File: src/hdl/sap3_pkg.sv
package sap3_pkg;

	// register file selectors, pairs have bit 4 set
	typedef enum logic [4:0] {
		REG_B  = 5'd0,
		REG_C  = 5'd1,
		REG_D  = 5'd2,
		REG_E  = 5'd3,
		REG_H  = 5'd4,
		REG_L  = 5'd5,
		REG_W  = 5'd6,
		REG_Z  = 5'd7,
		REG_HL = 5'd20,
		REG_WZ = 5'd22,
		REG_PC = 5'd24
	} reg_sel_t;

	// 16-bit extension op on the selected write pair
	typedef enum logic [1:0] {
		EXT_NONE = 2'd0,
		EXT_INC  = 2'd1,
		EXT_INC2 = 2'd3
	} reg_ext_t;

	typedef enum logic [4:0] {
		ALU_ADD = 5'd0,
		ALU_ADC = 5'd1,
		ALU_SUB = 5'd2,
		ALU_SBB = 5'd3,
		ALU_ANA = 5'd4,
		ALU_XRA = 5'd5,
		ALU_ORA = 5'd6,
		ALU_CMP = 5'd7,
		// set 1, accumulator only
		ALU_RLC = 5'd8,
		ALU_RRC = 5'd9,
		ALU_RAL = 5'd10,
		ALU_RAR = 5'd11,
		ALU_DAA = 5'd12,
		ALU_CMA = 5'd13,
		ALU_STC = 5'd14,
		ALU_CMC = 5'd15,
		ALU_INR = 5'd16,
		ALU_DCR = 5'd17
	} alu_op_t;

	typedef struct packed {
		logic     display;
		logic     hlt;
		logic     alu_cs;
		logic     alu_a_we;
		logic     alu_a_store;
		logic     alu_a_restore;
		logic     alu_tmp_we;
		alu_op_t  alu_op;
		logic     alu_oe;
		reg_sel_t reg_rd_sel;
		reg_sel_t reg_wr_sel;
		reg_ext_t reg_ext;
		logic     reg_oe;
		logic     reg_we;
		logic     mem_we;
		logic     mem_mar_we;
		logic     mem_oe;
		logic     ir_we;
	} ctrl_word_t;

	typedef enum logic [3:0] {
		IC_NOP,
		IC_HLT,
		IC_OUT,
		IC_MOV,
		IC_MVI,
		IC_ALU_REG,
		IC_ALU_ACC,
		IC_ALU_IMM,
		IC_INR_DCR,
		IC_JMP,
		IC_JCOND,
		IC_UNDEF
	} instr_class_t;

	typedef struct packed {
		instr_class_t iclass;
		logic [2:0]   dst;
		logic [2:0]   src;
		logic         take;
		logic         dec;
	} decoded_t;

	// register field that names the accumulator
	localparam logic [2:0] ACC_FIELD = 3'd7;

endpackage

File: src/hdl/exec_microcode.sv
`timescale 1ns/1ps

module exec_microcode #(
	parameter int STAGE_W = 4
) (
	input  logic [STAGE_W-1:0]   stage,
	input  sap3_pkg::decoded_t   dec,
	output sap3_pkg::ctrl_word_t exec_word,
	output logic                 last
);
	import sap3_pkg::*;

	localparam logic [STAGE_W-1:0] ST3 = STAGE_W'(3);
	localparam logic [STAGE_W-1:0] ST4 = STAGE_W'(4);
	localparam logic [STAGE_W-1:0] ST5 = STAGE_W'(5);
	localparam logic [STAGE_W-1:0] ST6 = STAGE_W'(6);
	localparam logic [STAGE_W-1:0] ST7 = STAGE_W'(7);
	localparam logic [STAGE_W-1:0] ST8 = STAGE_W'(8);

	alu_op_t op_set0;
	alu_op_t op_set1;
	alu_op_t op_step;

	assign op_set0 = alu_op_t'({2'b00, dec.dst});
	assign op_set1 = alu_op_t'({2'b01, dec.dst});
	assign op_step = dec.dec ? ALU_DCR : ALU_INR;

	// source field onto the bus, A drives through the ALU
	function automatic ctrl_word_t with_read(ctrl_word_t w, logic [2:0] f);
		ctrl_word_t r;
		r = w;
		if (f == ACC_FIELD) begin
			r.alu_oe = 1'b1;
		end else begin
			r.reg_rd_sel = reg_sel_t'({2'b00, f});
			r.reg_oe = 1'b1;
		end
		return r;
	endfunction

	function automatic ctrl_word_t with_write(ctrl_word_t w, logic [2:0] f);
		ctrl_word_t r;
		r = w;
		if (f == ACC_FIELD) begin
			r.alu_a_we = 1'b1;
		end else begin
			r.reg_wr_sel = reg_sel_t'({2'b00, f});
			r.reg_we = 1'b1;
		end
		return r;
	endfunction

	function automatic ctrl_word_t with_pc_mar(ctrl_word_t w);
		ctrl_word_t r;
		r = w;
		r.reg_rd_sel = REG_PC;
		r.reg_oe = 1'b1;
		r.mem_mar_we = 1'b1;
		return r;
	endfunction

	function automatic ctrl_word_t with_pc_ext(ctrl_word_t w, reg_ext_t ext);
		ctrl_word_t r;
		r = w;
		r.reg_wr_sel = REG_PC;
		r.reg_ext = ext;
		return r;
	endfunction

	always_comb begin
		exec_word = '0;
		last = 1'b0;

		case (dec.iclass)
			IC_NOP: begin
				last = (stage == ST3);
			end
			IC_HLT: begin
				// no last, the counter runs out by wrapping
				exec_word.hlt = (stage == ST3);
			end
			IC_OUT: begin
				if (stage == ST3) begin
					exec_word = with_pc_ext(exec_word, EXT_INC);
					exec_word.display = 1'b1;
					last = 1'b1;
				end
			end
			IC_MOV: begin
				if (stage == ST3) begin
					exec_word = with_read(exec_word, dec.src);
					exec_word = with_write(exec_word, dec.dst);
					last = 1'b1;
				end
			end
			IC_MVI: begin
				case (stage)
					ST3: exec_word = with_pc_mar(exec_word);
					ST4: begin
						exec_word = with_write(exec_word, dec.dst);
						exec_word.mem_oe = 1'b1;
					end
					ST5: begin
						exec_word = with_pc_ext(exec_word, EXT_INC);
						last = 1'b1;
					end
					default: ;
				endcase
			end
			IC_ALU_REG: begin
				if (stage == ST3) begin
					exec_word.alu_tmp_we = 1'b1;
					if (dec.src == ACC_FIELD) begin
						exec_word.alu_cs = 1'b1;
						exec_word.alu_op = op_set0;
						last = 1'b1;
					end else begin
						exec_word = with_read(exec_word, dec.src);
					end
				end else if (stage == ST4) begin
					exec_word.alu_cs = 1'b1;
					exec_word.alu_op = op_set0;
					last = 1'b1;
				end
			end
			IC_ALU_ACC: begin
				if (stage == ST3) begin
					exec_word.alu_cs = 1'b1;
					exec_word.alu_op = op_set1;
					last = 1'b1;
				end
			end
			IC_ALU_IMM: begin
				case (stage)
					ST3: exec_word = with_pc_mar(exec_word);
					ST4: begin
						exec_word.mem_oe = 1'b1;
						exec_word.alu_tmp_we = 1'b1;
					end
					ST5: begin
						exec_word = with_pc_ext(exec_word, EXT_INC);
						exec_word.alu_cs = 1'b1;
						exec_word.alu_op = op_set0;
						last = 1'b1;
					end
					default: ;
				endcase
			end
			IC_INR_DCR: begin
				if (dec.dst == ACC_FIELD) begin
					exec_word.alu_cs = (stage == ST3);
					exec_word.alu_op = (stage == ST3) ? op_step : ALU_ADD;
					last = (stage == ST3);
				end else begin
					// park A, step the operand in A, then put A back
					case (stage)
						ST3: begin
							exec_word = with_read(exec_word, dec.dst);
							exec_word.alu_a_store = 1'b1;
							exec_word.alu_a_we = 1'b1;
						end
						ST4: begin
							exec_word.alu_cs = 1'b1;
							exec_word.alu_op = op_step;
						end
						ST5: begin
							exec_word = with_write(exec_word, dec.dst);
							exec_word.alu_oe = 1'b1;
							exec_word.alu_a_restore = 1'b1;
							last = 1'b1;
						end
						default: ;
					endcase
				end
			end
			IC_JMP, IC_JCOND: begin
				if (dec.iclass == IC_JCOND && !dec.take && stage == ST3) begin
					// skip both address bytes
					exec_word = with_pc_ext(exec_word, EXT_INC2);
					last = 1'b1;
				end else begin
					case (stage)
						ST3, ST6: exec_word = with_pc_mar(exec_word);
						ST4, ST7: begin
							exec_word.reg_wr_sel = (stage == ST4) ? REG_Z : REG_W;
							exec_word.reg_we = 1'b1;
							exec_word.mem_oe = 1'b1;
						end
						ST5: exec_word = with_pc_ext(exec_word, EXT_INC);
						ST8: begin
							exec_word.reg_rd_sel = REG_WZ;
							exec_word.reg_oe = 1'b1;
							exec_word.reg_wr_sel = REG_PC;
							exec_word.reg_we = 1'b1;
							last = 1'b1;
						end
						default: ;
					endcase
				end
			end
			default: ;
		endcase

		// two drivers on the data bus
		assert (!(exec_word.reg_oe && exec_word.alu_oe));
	end

endmodule

File: src/hdl/opcode_decoder.sv
`timescale 1ns/1ps

module opcode_decoder (
	input  logic [7:0]         opcode,
	input  logic [3:0]         flags,
	output sap3_pkg::decoded_t dec
);
	import sap3_pkg::*;

	always_comb begin
		dec.dst = opcode[5:3];
		dec.src = opcode[2:0];
		dec.dec = opcode[0];
		// bits 5..4 pick the flag, bit 3 the level it must have
		dec.take = (flags[opcode[5:4]] == opcode[3]);

		casez (opcode)
			8'o000: begin
				dec.iclass = IC_NOP;
			end
			8'o166: begin
				dec.iclass = IC_HLT;
			end
			// memory operand forms, ahead of their register groups
			8'o1?6, 8'o16?, 8'o064, 8'o065, 8'o2?6, 8'o066: begin
				dec.iclass = IC_UNDEF;
			end
			8'o1??: begin
				dec.iclass = IC_MOV;
			end
			8'o0?4, 8'o0?5: begin
				dec.iclass = IC_INR_DCR;
			end
			8'o2??: begin
				dec.iclass = IC_ALU_REG;
			end
			8'o0?7: begin
				dec.iclass = IC_ALU_ACC;
			end
			8'o3?6: begin
				dec.iclass = IC_ALU_IMM;
			end
			8'o0?6: begin
				dec.iclass = IC_MVI;
			end
			8'o303: begin
				dec.iclass = IC_JMP;
			end
			8'o3?2: begin
				dec.iclass = IC_JCOND;
			end
			8'o323: begin
				dec.iclass = IC_OUT;
			end
			default: begin
				// 16-bit, stack and unassigned codes
				dec.iclass = IC_UNDEF;
			end
		endcase
	end

endmodule

File: src/hdl/sap3_controller.sv
`timescale 1ns/1ps

module sap3_controller #(
	parameter int STAGE_W = 4
) (
	input  logic                 clk,
	input  logic                 rst,
	input  logic [7:0]           opcode,
	input  logic [3:0]           flags,
	output sap3_pkg::ctrl_word_t ctrl
);
	import sap3_pkg::*;

	decoded_t           dec;
	logic [STAGE_W-1:0] stage;
	ctrl_word_t         exec_word;
	logic               last;

	opcode_decoder u_opcode_decoder (
		.opcode (opcode),
		.flags  (flags),
		.dec    (dec)
	);

	exec_microcode #(
		.STAGE_W (STAGE_W)
	) u_exec_microcode (
		.stage     (stage),
		.dec       (dec),
		.exec_word (exec_word),
		.last      (last)
	);

	stage_sequencer #(
		.STAGE_W (STAGE_W)
	) u_stage_sequencer (
		.clk       (clk),
		.rst       (rst),
		.exec_word (exec_word),
		.last      (last),
		.stage     (stage),
		.ctrl      (ctrl)
	);

endmodule

File: src/hdl/stage_sequencer.sv
`timescale 1ns/1ps

module stage_sequencer #(
	parameter int STAGE_W = 4
) (
	input  logic                 clk,
	input  logic                 rst,
	input  sap3_pkg::ctrl_word_t exec_word,
	input  logic                 last,
	output logic [STAGE_W-1:0]   stage,
	output sap3_pkg::ctrl_word_t ctrl
);
	import sap3_pkg::*;

	localparam logic [STAGE_W-1:0] ST_MAR  = STAGE_W'(0);
	localparam logic [STAGE_W-1:0] ST_IR   = STAGE_W'(1);
	localparam logic [STAGE_W-1:0] ST_INC  = STAGE_W'(2);
	localparam logic [STAGE_W-1:0] ST_EXEC = STAGE_W'(3);

	logic in_exec;

	assign in_exec = (stage >= ST_EXEC);

	always_ff @(posedge clk) begin
		if (rst) begin
			stage <= '0;
		end else if (in_exec && last) begin
			stage <= '0;
		end else begin
			stage <= stage + 1'b1;
		end
	end

	always_comb begin
		ctrl = '0;
		case (stage)
			ST_MAR: begin
				ctrl.reg_rd_sel = REG_PC;
				ctrl.reg_oe = 1'b1;
				ctrl.mem_mar_we = 1'b1;
			end
			ST_IR: begin
				ctrl.mem_oe = 1'b1;
				ctrl.ir_we = 1'b1;
			end
			ST_INC: begin
				ctrl.reg_wr_sel = REG_PC;
				ctrl.reg_ext = EXT_INC;
			end
			default: ctrl = exec_word;
		endcase
	end

	a_ir_load_in_fetch: assert property (@(posedge clk) disable iff (rst)
		ctrl.ir_we |-> stage == ST_IR);

	a_last_restarts_fetch: assert property (@(posedge clk) disable iff (rst)
		last |=> stage == ST_MAR);

endmodule

File: config.mk
export PLATFORM = sky130hd
export DESIGN_NAME = sap3_controller
export DESIGN_NICKNAME = d
export VERILOG_FILES = /design/src/hdl/sap3_pkg.sv /design/src/hdl/exec_microcode.sv /design/src/hdl/opcode_decoder.sv /design/src/hdl/sap3_controller.sv /design/src/hdl/stage_sequencer.sv
export SDC_FILE = /design/constraint.sdc
export NUM_CORES = 1
export LEC_CHECK = 0
export BUFFER_PORTS_ARGS = -buffer_cell sky130_fd_sc_hd__buf_2
export CORE_MARGIN = 2
export CORE_UTILIZATION = 45
export CTS_CLUSTER_DIAMETER = 200
export DETAILED_ROUTE_END_ITERATION = 8
export GPL_TIMING_DRIVEN = 1
export PLACE_DENSITY = 0.71
export SLEW_MARGIN = 25
export SYNTH_ARGS = -nofsm -noshare
export SYNTH_HDL_FRONTEND = slang
export SYNTH_SLANG_ARGS = --single-unit
File: constraint.sdc
create_clock -name clk -period 3 [get_ports clk]
set_input_delay 0.45 -clock clk [delete_from_list [all_inputs] [get_ports clk]]
set_output_delay 0.45 -clock clk [all_outputs]
set_load 0.1 [all_outputs]
==> results of run 1 <==
logic make-up after synthesis:
logic type | after synthesis | synth area share [%]
simple gates | 104 | 41.1
compound gates | 69 | 37.9
fa+ha+maj | 4 | 3.34
other cells | 1 | 0.250
mux | 2 | 2.25
buf+inv | 23 | 8.10
flops | 4 | 5.34
xor+xnor | 3 | 1.75
synthesized netlist by cell type (all sizes together) (3+ instances only):
cell / number / share of area (%)
nor3: 11 / 3.7
a221oi: 3 / 2.6
and3: 3 / 1.3
o21a: 3 / 1.5
buf: 12 / 5.3
nand3b: 3 / 1.5
a21oi: 14 / 6.2
dfxtp: 4 / 5.3
clkbuf: 4 / 1.0
ha: 4 / 3.3
nand2: 16 / 4.0
or3: 3 / 1.6
nor4: 5 / 3.5
o211ai: 7 / 5.1
and2: 6 / 2.5
o21ai: 9 / 3.0
inv: 7 / 1.8
nor3b: 5 / 2.8
nor2b: 5 / 2.1
a31oi: 5 / 2.1
o31ai: 6 / 4.0
nand2b: 3 / 1.3
nor2: 21 / 5.3
nand3: 11 / 3.7
metrics by stage:
| step | instance area, µm² | std cells |
|---|---|---|
| global placement | 3050 | 366 |
| floorplan | 1900 | 210 |
==> results summary, run 1 <==
The run stopped with a tool error. The terminating stage of the flow is 3_5_place_dp. The tool reported: "[ERROR DPL-0033] detailed placement checks failed during check placement". The proportion of synthesized flip-flops having asynchronous set or reset is 0%.

The port buffer count came out at 43. The routability-driven placement congestion ratio came out at 1.03. Synthesis handed over a netlist of 210 instances.

In the synthesized netlist the dominant register cell turns out to be sky130_fd_sc_hd__dfxtp_1. After floorplanning, the core was divided into 20 placement rows. The I/O pin total came out at 45. The total of warnings raised by yosys is 0. The x dimension of the die is approximately 60 µm.

Detailed placement finished with a half-perimeter wire length of 8.82 mm. The starting utilization of the core area is about 48%. The average footprint of a synthesized cell came out at slightly above 7 µm².

After synthesis, the netlist uses 71 different library cells. The count of flip-flops with a built-in enable after synthesis came out at 0. The synthesis-stage register bit count came out at 4. The total nets after synthesis is 228. In this run the vertical extent of the chip is 61.7 µm. The register area share after synthesis came out at 5.34%. In this run the cell area of the synthesized design comes to 1500 µm².
==> run 2: changes to the inputs <==
Settings changed: CORE_UTILIZATION 45 to 30, CTS_CLUSTER_DIAMETER 200 to default, PLACE_DENSITY 0.71 to default, PLACE_DENSITY_LB_ADDON from default to 0.15.
Clock period 3 ns to 3.9 ns, I/O delays scaled along.
==> results summary, run 2 <==
The maximum number of pins on one net before global-route repair came out at 21. In the layout the commonest cells are sky130_fd_sc_hd__buf_2 (24), sky130_fd_sc_hd__buf_12 (19), sky130_fd_sc_hd__nand2_1 (16). For this run, the slowest stage of the critical path takes around 0.45 ns. The number of setup violations in the final report is 0. The max-cap check violation count came out at 0.

The x dimension of the die is 74.7 µm (+21%). The register area share after synthesis came out at 5.34% (unchanged). The remaining global-route overflow came out at 0.

The core area is around 4800 µm². The path class of the tightest hold or removal check is reg2reg. In this run the critical register-to-register path is captured at u_stage_sequencer.stage[1]. The sink count of the clock tree came out at 4. The initial antenna violation count is 0. The cell type group with the largest total delay on the critical path is compound AO/OA/AOI/OAI gates. The cell repeated most along the worst path is sky130_fd_sc_hd__buf_2.

The max-slew violation count came out at 0. The worst setup path is captured at an output pin. The dominant synthesized flop cell is sky130_fd_sc_hd__dfxtp_1. The final setup skew is approximately 0.00073 ns. The port buffer count is 43 (unchanged). The buffer depth of the longest clock path is 2. The final cell utilization of the core is a little under half. In the final layout, the share of cells above drive strength 1 is approximately 43%. The row count came out at 25 (+25%). The synthesized netlist cell count was 210 (unchanged). The total nets after synthesis is 228 (unchanged). The routed design has just over 5 mm of wire. The synthesis-to-layout area growth came out at 51.6%.

The worst register-to-register path begins at u_stage_sequencer.stage[3]. The number of cells on the worst hold path is 1. The worst path needs roughly 3.7 ns of the cycle, external delays included. STA classifies the critical path startpoint as an input port. The detail route stage leaves a number of antenna-violating nets equal to 0. In the final layout, the registers with the most flip-flops are u_stage_sequencer.stage x4. The full die area came out at approximately 5600 µm². Power spread over the standard cell area amounts to 232 nW/µm². Setup repair after global routing left no endpoint under its margin. The total global routing track utilization came out at between 10% and 20%. By area the synthesized netlist is led by sky130_fd_sc_hd__dfxtp_1 (5.3%), sky130_fd_sc_hd__nor2_1 (5.3%), sky130_fd_sc_hd__nand2_1 (4.0%). The buffer cell driving the clock tree root is sky130_fd_sc_hd__clkbuf_8.

The post-synthesis instance area was 1500 µm² (unchanged). The routing usage on met2 came out at between 20% and 30%. Walking the worst path, the cells encountered are buf_2 > nand3b_1 > a211o_1 > nand4_4 > a41o_2 > o21ai_1 > a221oi_2 > a21oi_2 > o22ai_2 > buf_2. The TritonCTS clock tree is built. The headroom to the max-slew limit is between 50 and 60%.

The register-to-register path setup slack came out at 1.71 ns. The flow ran to the end, and the final reports show no timing, DRC or antenna violations. The first-pass iteration count of the detailed router is 4.

The achievable frequency is 0.268 GHz. Summed over all instances, the cell type with the most area after synthesis is sky130_fd_sc_hd__dfxtp_1. The post-route standard cell area excluding fillers came out at 2270 µm². The first global-routing pass estimated 8.53 mm of wire. The average footprint of a synthesized cell is 7.14 µm² (unchanged). The maximum fanout count along the critical path is 20.

The final total power came out at ~0.53 mW. After detailed routing, the number of remaining DRC violations is 0. The proportion of synthesized flip-flops having asynchronous set or reset came to 0% (unchanged).

The count of flip-flops with a built-in enable after synthesis is 0 (unchanged). The count of cell instances traversed by the critical path is 10. The vertical die dimension is 74.7 µm (+21%). The final hold slack came out at 0.536 ns. The post-DP HPWL is 4.20 mm (-52%).

The number of buffers added by the clock tree synthesis step is 3. The area of the multi-input gates came out at around 1400 µm². After global routing, the most crowded layer is met1.

Together, buffers and inverters on the worst path number 2. The worst setup path is of the in2out kind. More flip-flops sit in one register than any other, and that register is u_stage_sequencer.stage. The final count of hold timing violations is 0. The I/O pin total came out at 45 (unchanged).

The total of warnings raised by yosys is 0 (unchanged). The fraction of synthesized cell area taken by the top area cell type came out at 5.34% (unchanged). In the post-synthesis netlist, the cell with the most instances is sky130_fd_sc_hd__nor2_1. In this run the number of H-tree levels came out at 1. The start point of the worst min-delay path is u_stage_sequencer.stage[0]. Detailed routing inserted a total of approximately 1800 vias. The number of cells traversed by the worst register-to-register path is 8.

In the final routed layout, each cell accounts on average for about 16 µm. STA puts the critical path data required time at 3.31 ns. The detailed router finished its first iteration with about 110 violations.

The number of diodes added for antenna fixing is 0. The met1 layer usage reported by global route came out at 30.6%. The net total in the final layout is about 270. After clock tree synthesis, the clock-pin slew on the worst setup and hold paths is about 0.030 ns.

Data arrives at the worst endpoint at 3.15 ns. The clock insertion delay at the later pin of the skew report is 0.21 ns. The hold buffer count at cts is 0.

After synthesis, the most frequently instantiated cells are sky130_fd_sc_hd__nor2_1 (21), sky130_fd_sc_hd__nand2_1 (16), sky130_fd_sc_hd__nand3_1 (11), sky130_fd_sc_hd__nor3_1 (11), sky130_fd_sc_hd__a21oi_1 (10). The via count normalized by instance count is about 5.6. The filler cells instantiated in the layout total 471. The pin slew with the least headroom to its limit is roughly 0.74 ns. The starting utilization of the core area came out at 31.3% (-17 points).

The slowest stage of the critical path belongs to the cell sky130_fd_sc_hd__buf_2. The share of the cycle needed by the critical path after routing came out at 95.7%. The start point of the critical path is opcode[1]. The sequential standard cell area is around 80 µm². The maximum ir drop on the vdd rail came out at approximately 150 µV.

After detailed placement, the total cell area comes to 2220 µm². Leaving out fill and tap cells, the most frequent cell in the layout is sky130_fd_sc_hd__buf_2. The endpoint of the most critical setup path is ctrl[5]. The routability-driven placement congestion ratio is 0.904 (-13%).

The flip-flop count of the largest register after layout came out at 4. The count of distinct cell types in the synthesized netlist came to 71 (unchanged). In this run the static leakage power is roughly 0.86 nW.

The synthesis-stage register bit count came out at 4 (unchanged). Global routing consumed, on the met3 layer, 0.535% of the routing resources. The number of global-route vias before repair is 1734.
run 2: cell counts after synthesis:
No cell type changed its count.
run 2: cell families after synthesis:
| kind of cell | count (synthesis) | share of synthesized area [%] |
|---|---|---|
| and+or+nand+nor | 104 | 41.1 |
| AOI/OAI and AO/OA | 69 | 37.9 |
| buffers and inverters | 23 | 8.10 |
| adders and majority gates | 4 | 3.34 |
| DFF | 4 | 5.34 |
| xor gates and xnor gates | 3 | 1.75 |
| muxes | 2 | 2.25 |
| other | 1 | 0.250 |
run 2: timing repair:
action | in CTS | in global routing
resized for setup | 0 | 2
buffers inserted | 0 | 0
setup endpoints to repair | 0 | 3
run 2: layout make-up:
type | instances | share of cell area, %
inverter | 7 | 1.16
multi-input combinational | 183 | 63.2
sequential | 4 | 3.52
timing repair buffer | 57 | 26.7
tap | 67 | 3.69
clock buffer | 3 | 1.82
run 2: metal layers:
layer  up-vias  part of all wire, %
li1        893                    -
met1       850                   49
met2        55                   45
met3         5                  4.5
met4         0                 0.93
met5         -                    0
run 2: how the worst min path moves through the flow:
stage                                      end  slack [ns]
finish              u_stage_sequencer.stage[0]        0.54
global route        u_stage_sequencer.stage[0]        0.57
CTS                 u_stage_sequencer.stage[0]        0.54
detailed placement  u_stage_sequencer.stage[0]        0.53
global placement    u_stage_sequencer.stage[0]        0.52
floorplan           u_stage_sequencer.stage[0]        0.48
run 2: per-stage QoR:
step                setup TNS (ns)  setup slack (ns)  cells
floorplan                    -1.54            -0.588    210
global placement                 0             0.158    318
detailed placement               0             0.145    318
CTS                              0             0.133    321
global route                     0           0.00723    321
finish                           0             0.168    321
run 2: power breakdown:
part           internal, mW  total, mW  switching [mW]
Sequential           0.0447     0.0495         0.00475
Combinational         0.124      0.393           0.269
Clock                0.0656     0.0843          0.0187
Note: power is estimated with default switching activity, not from simulation.
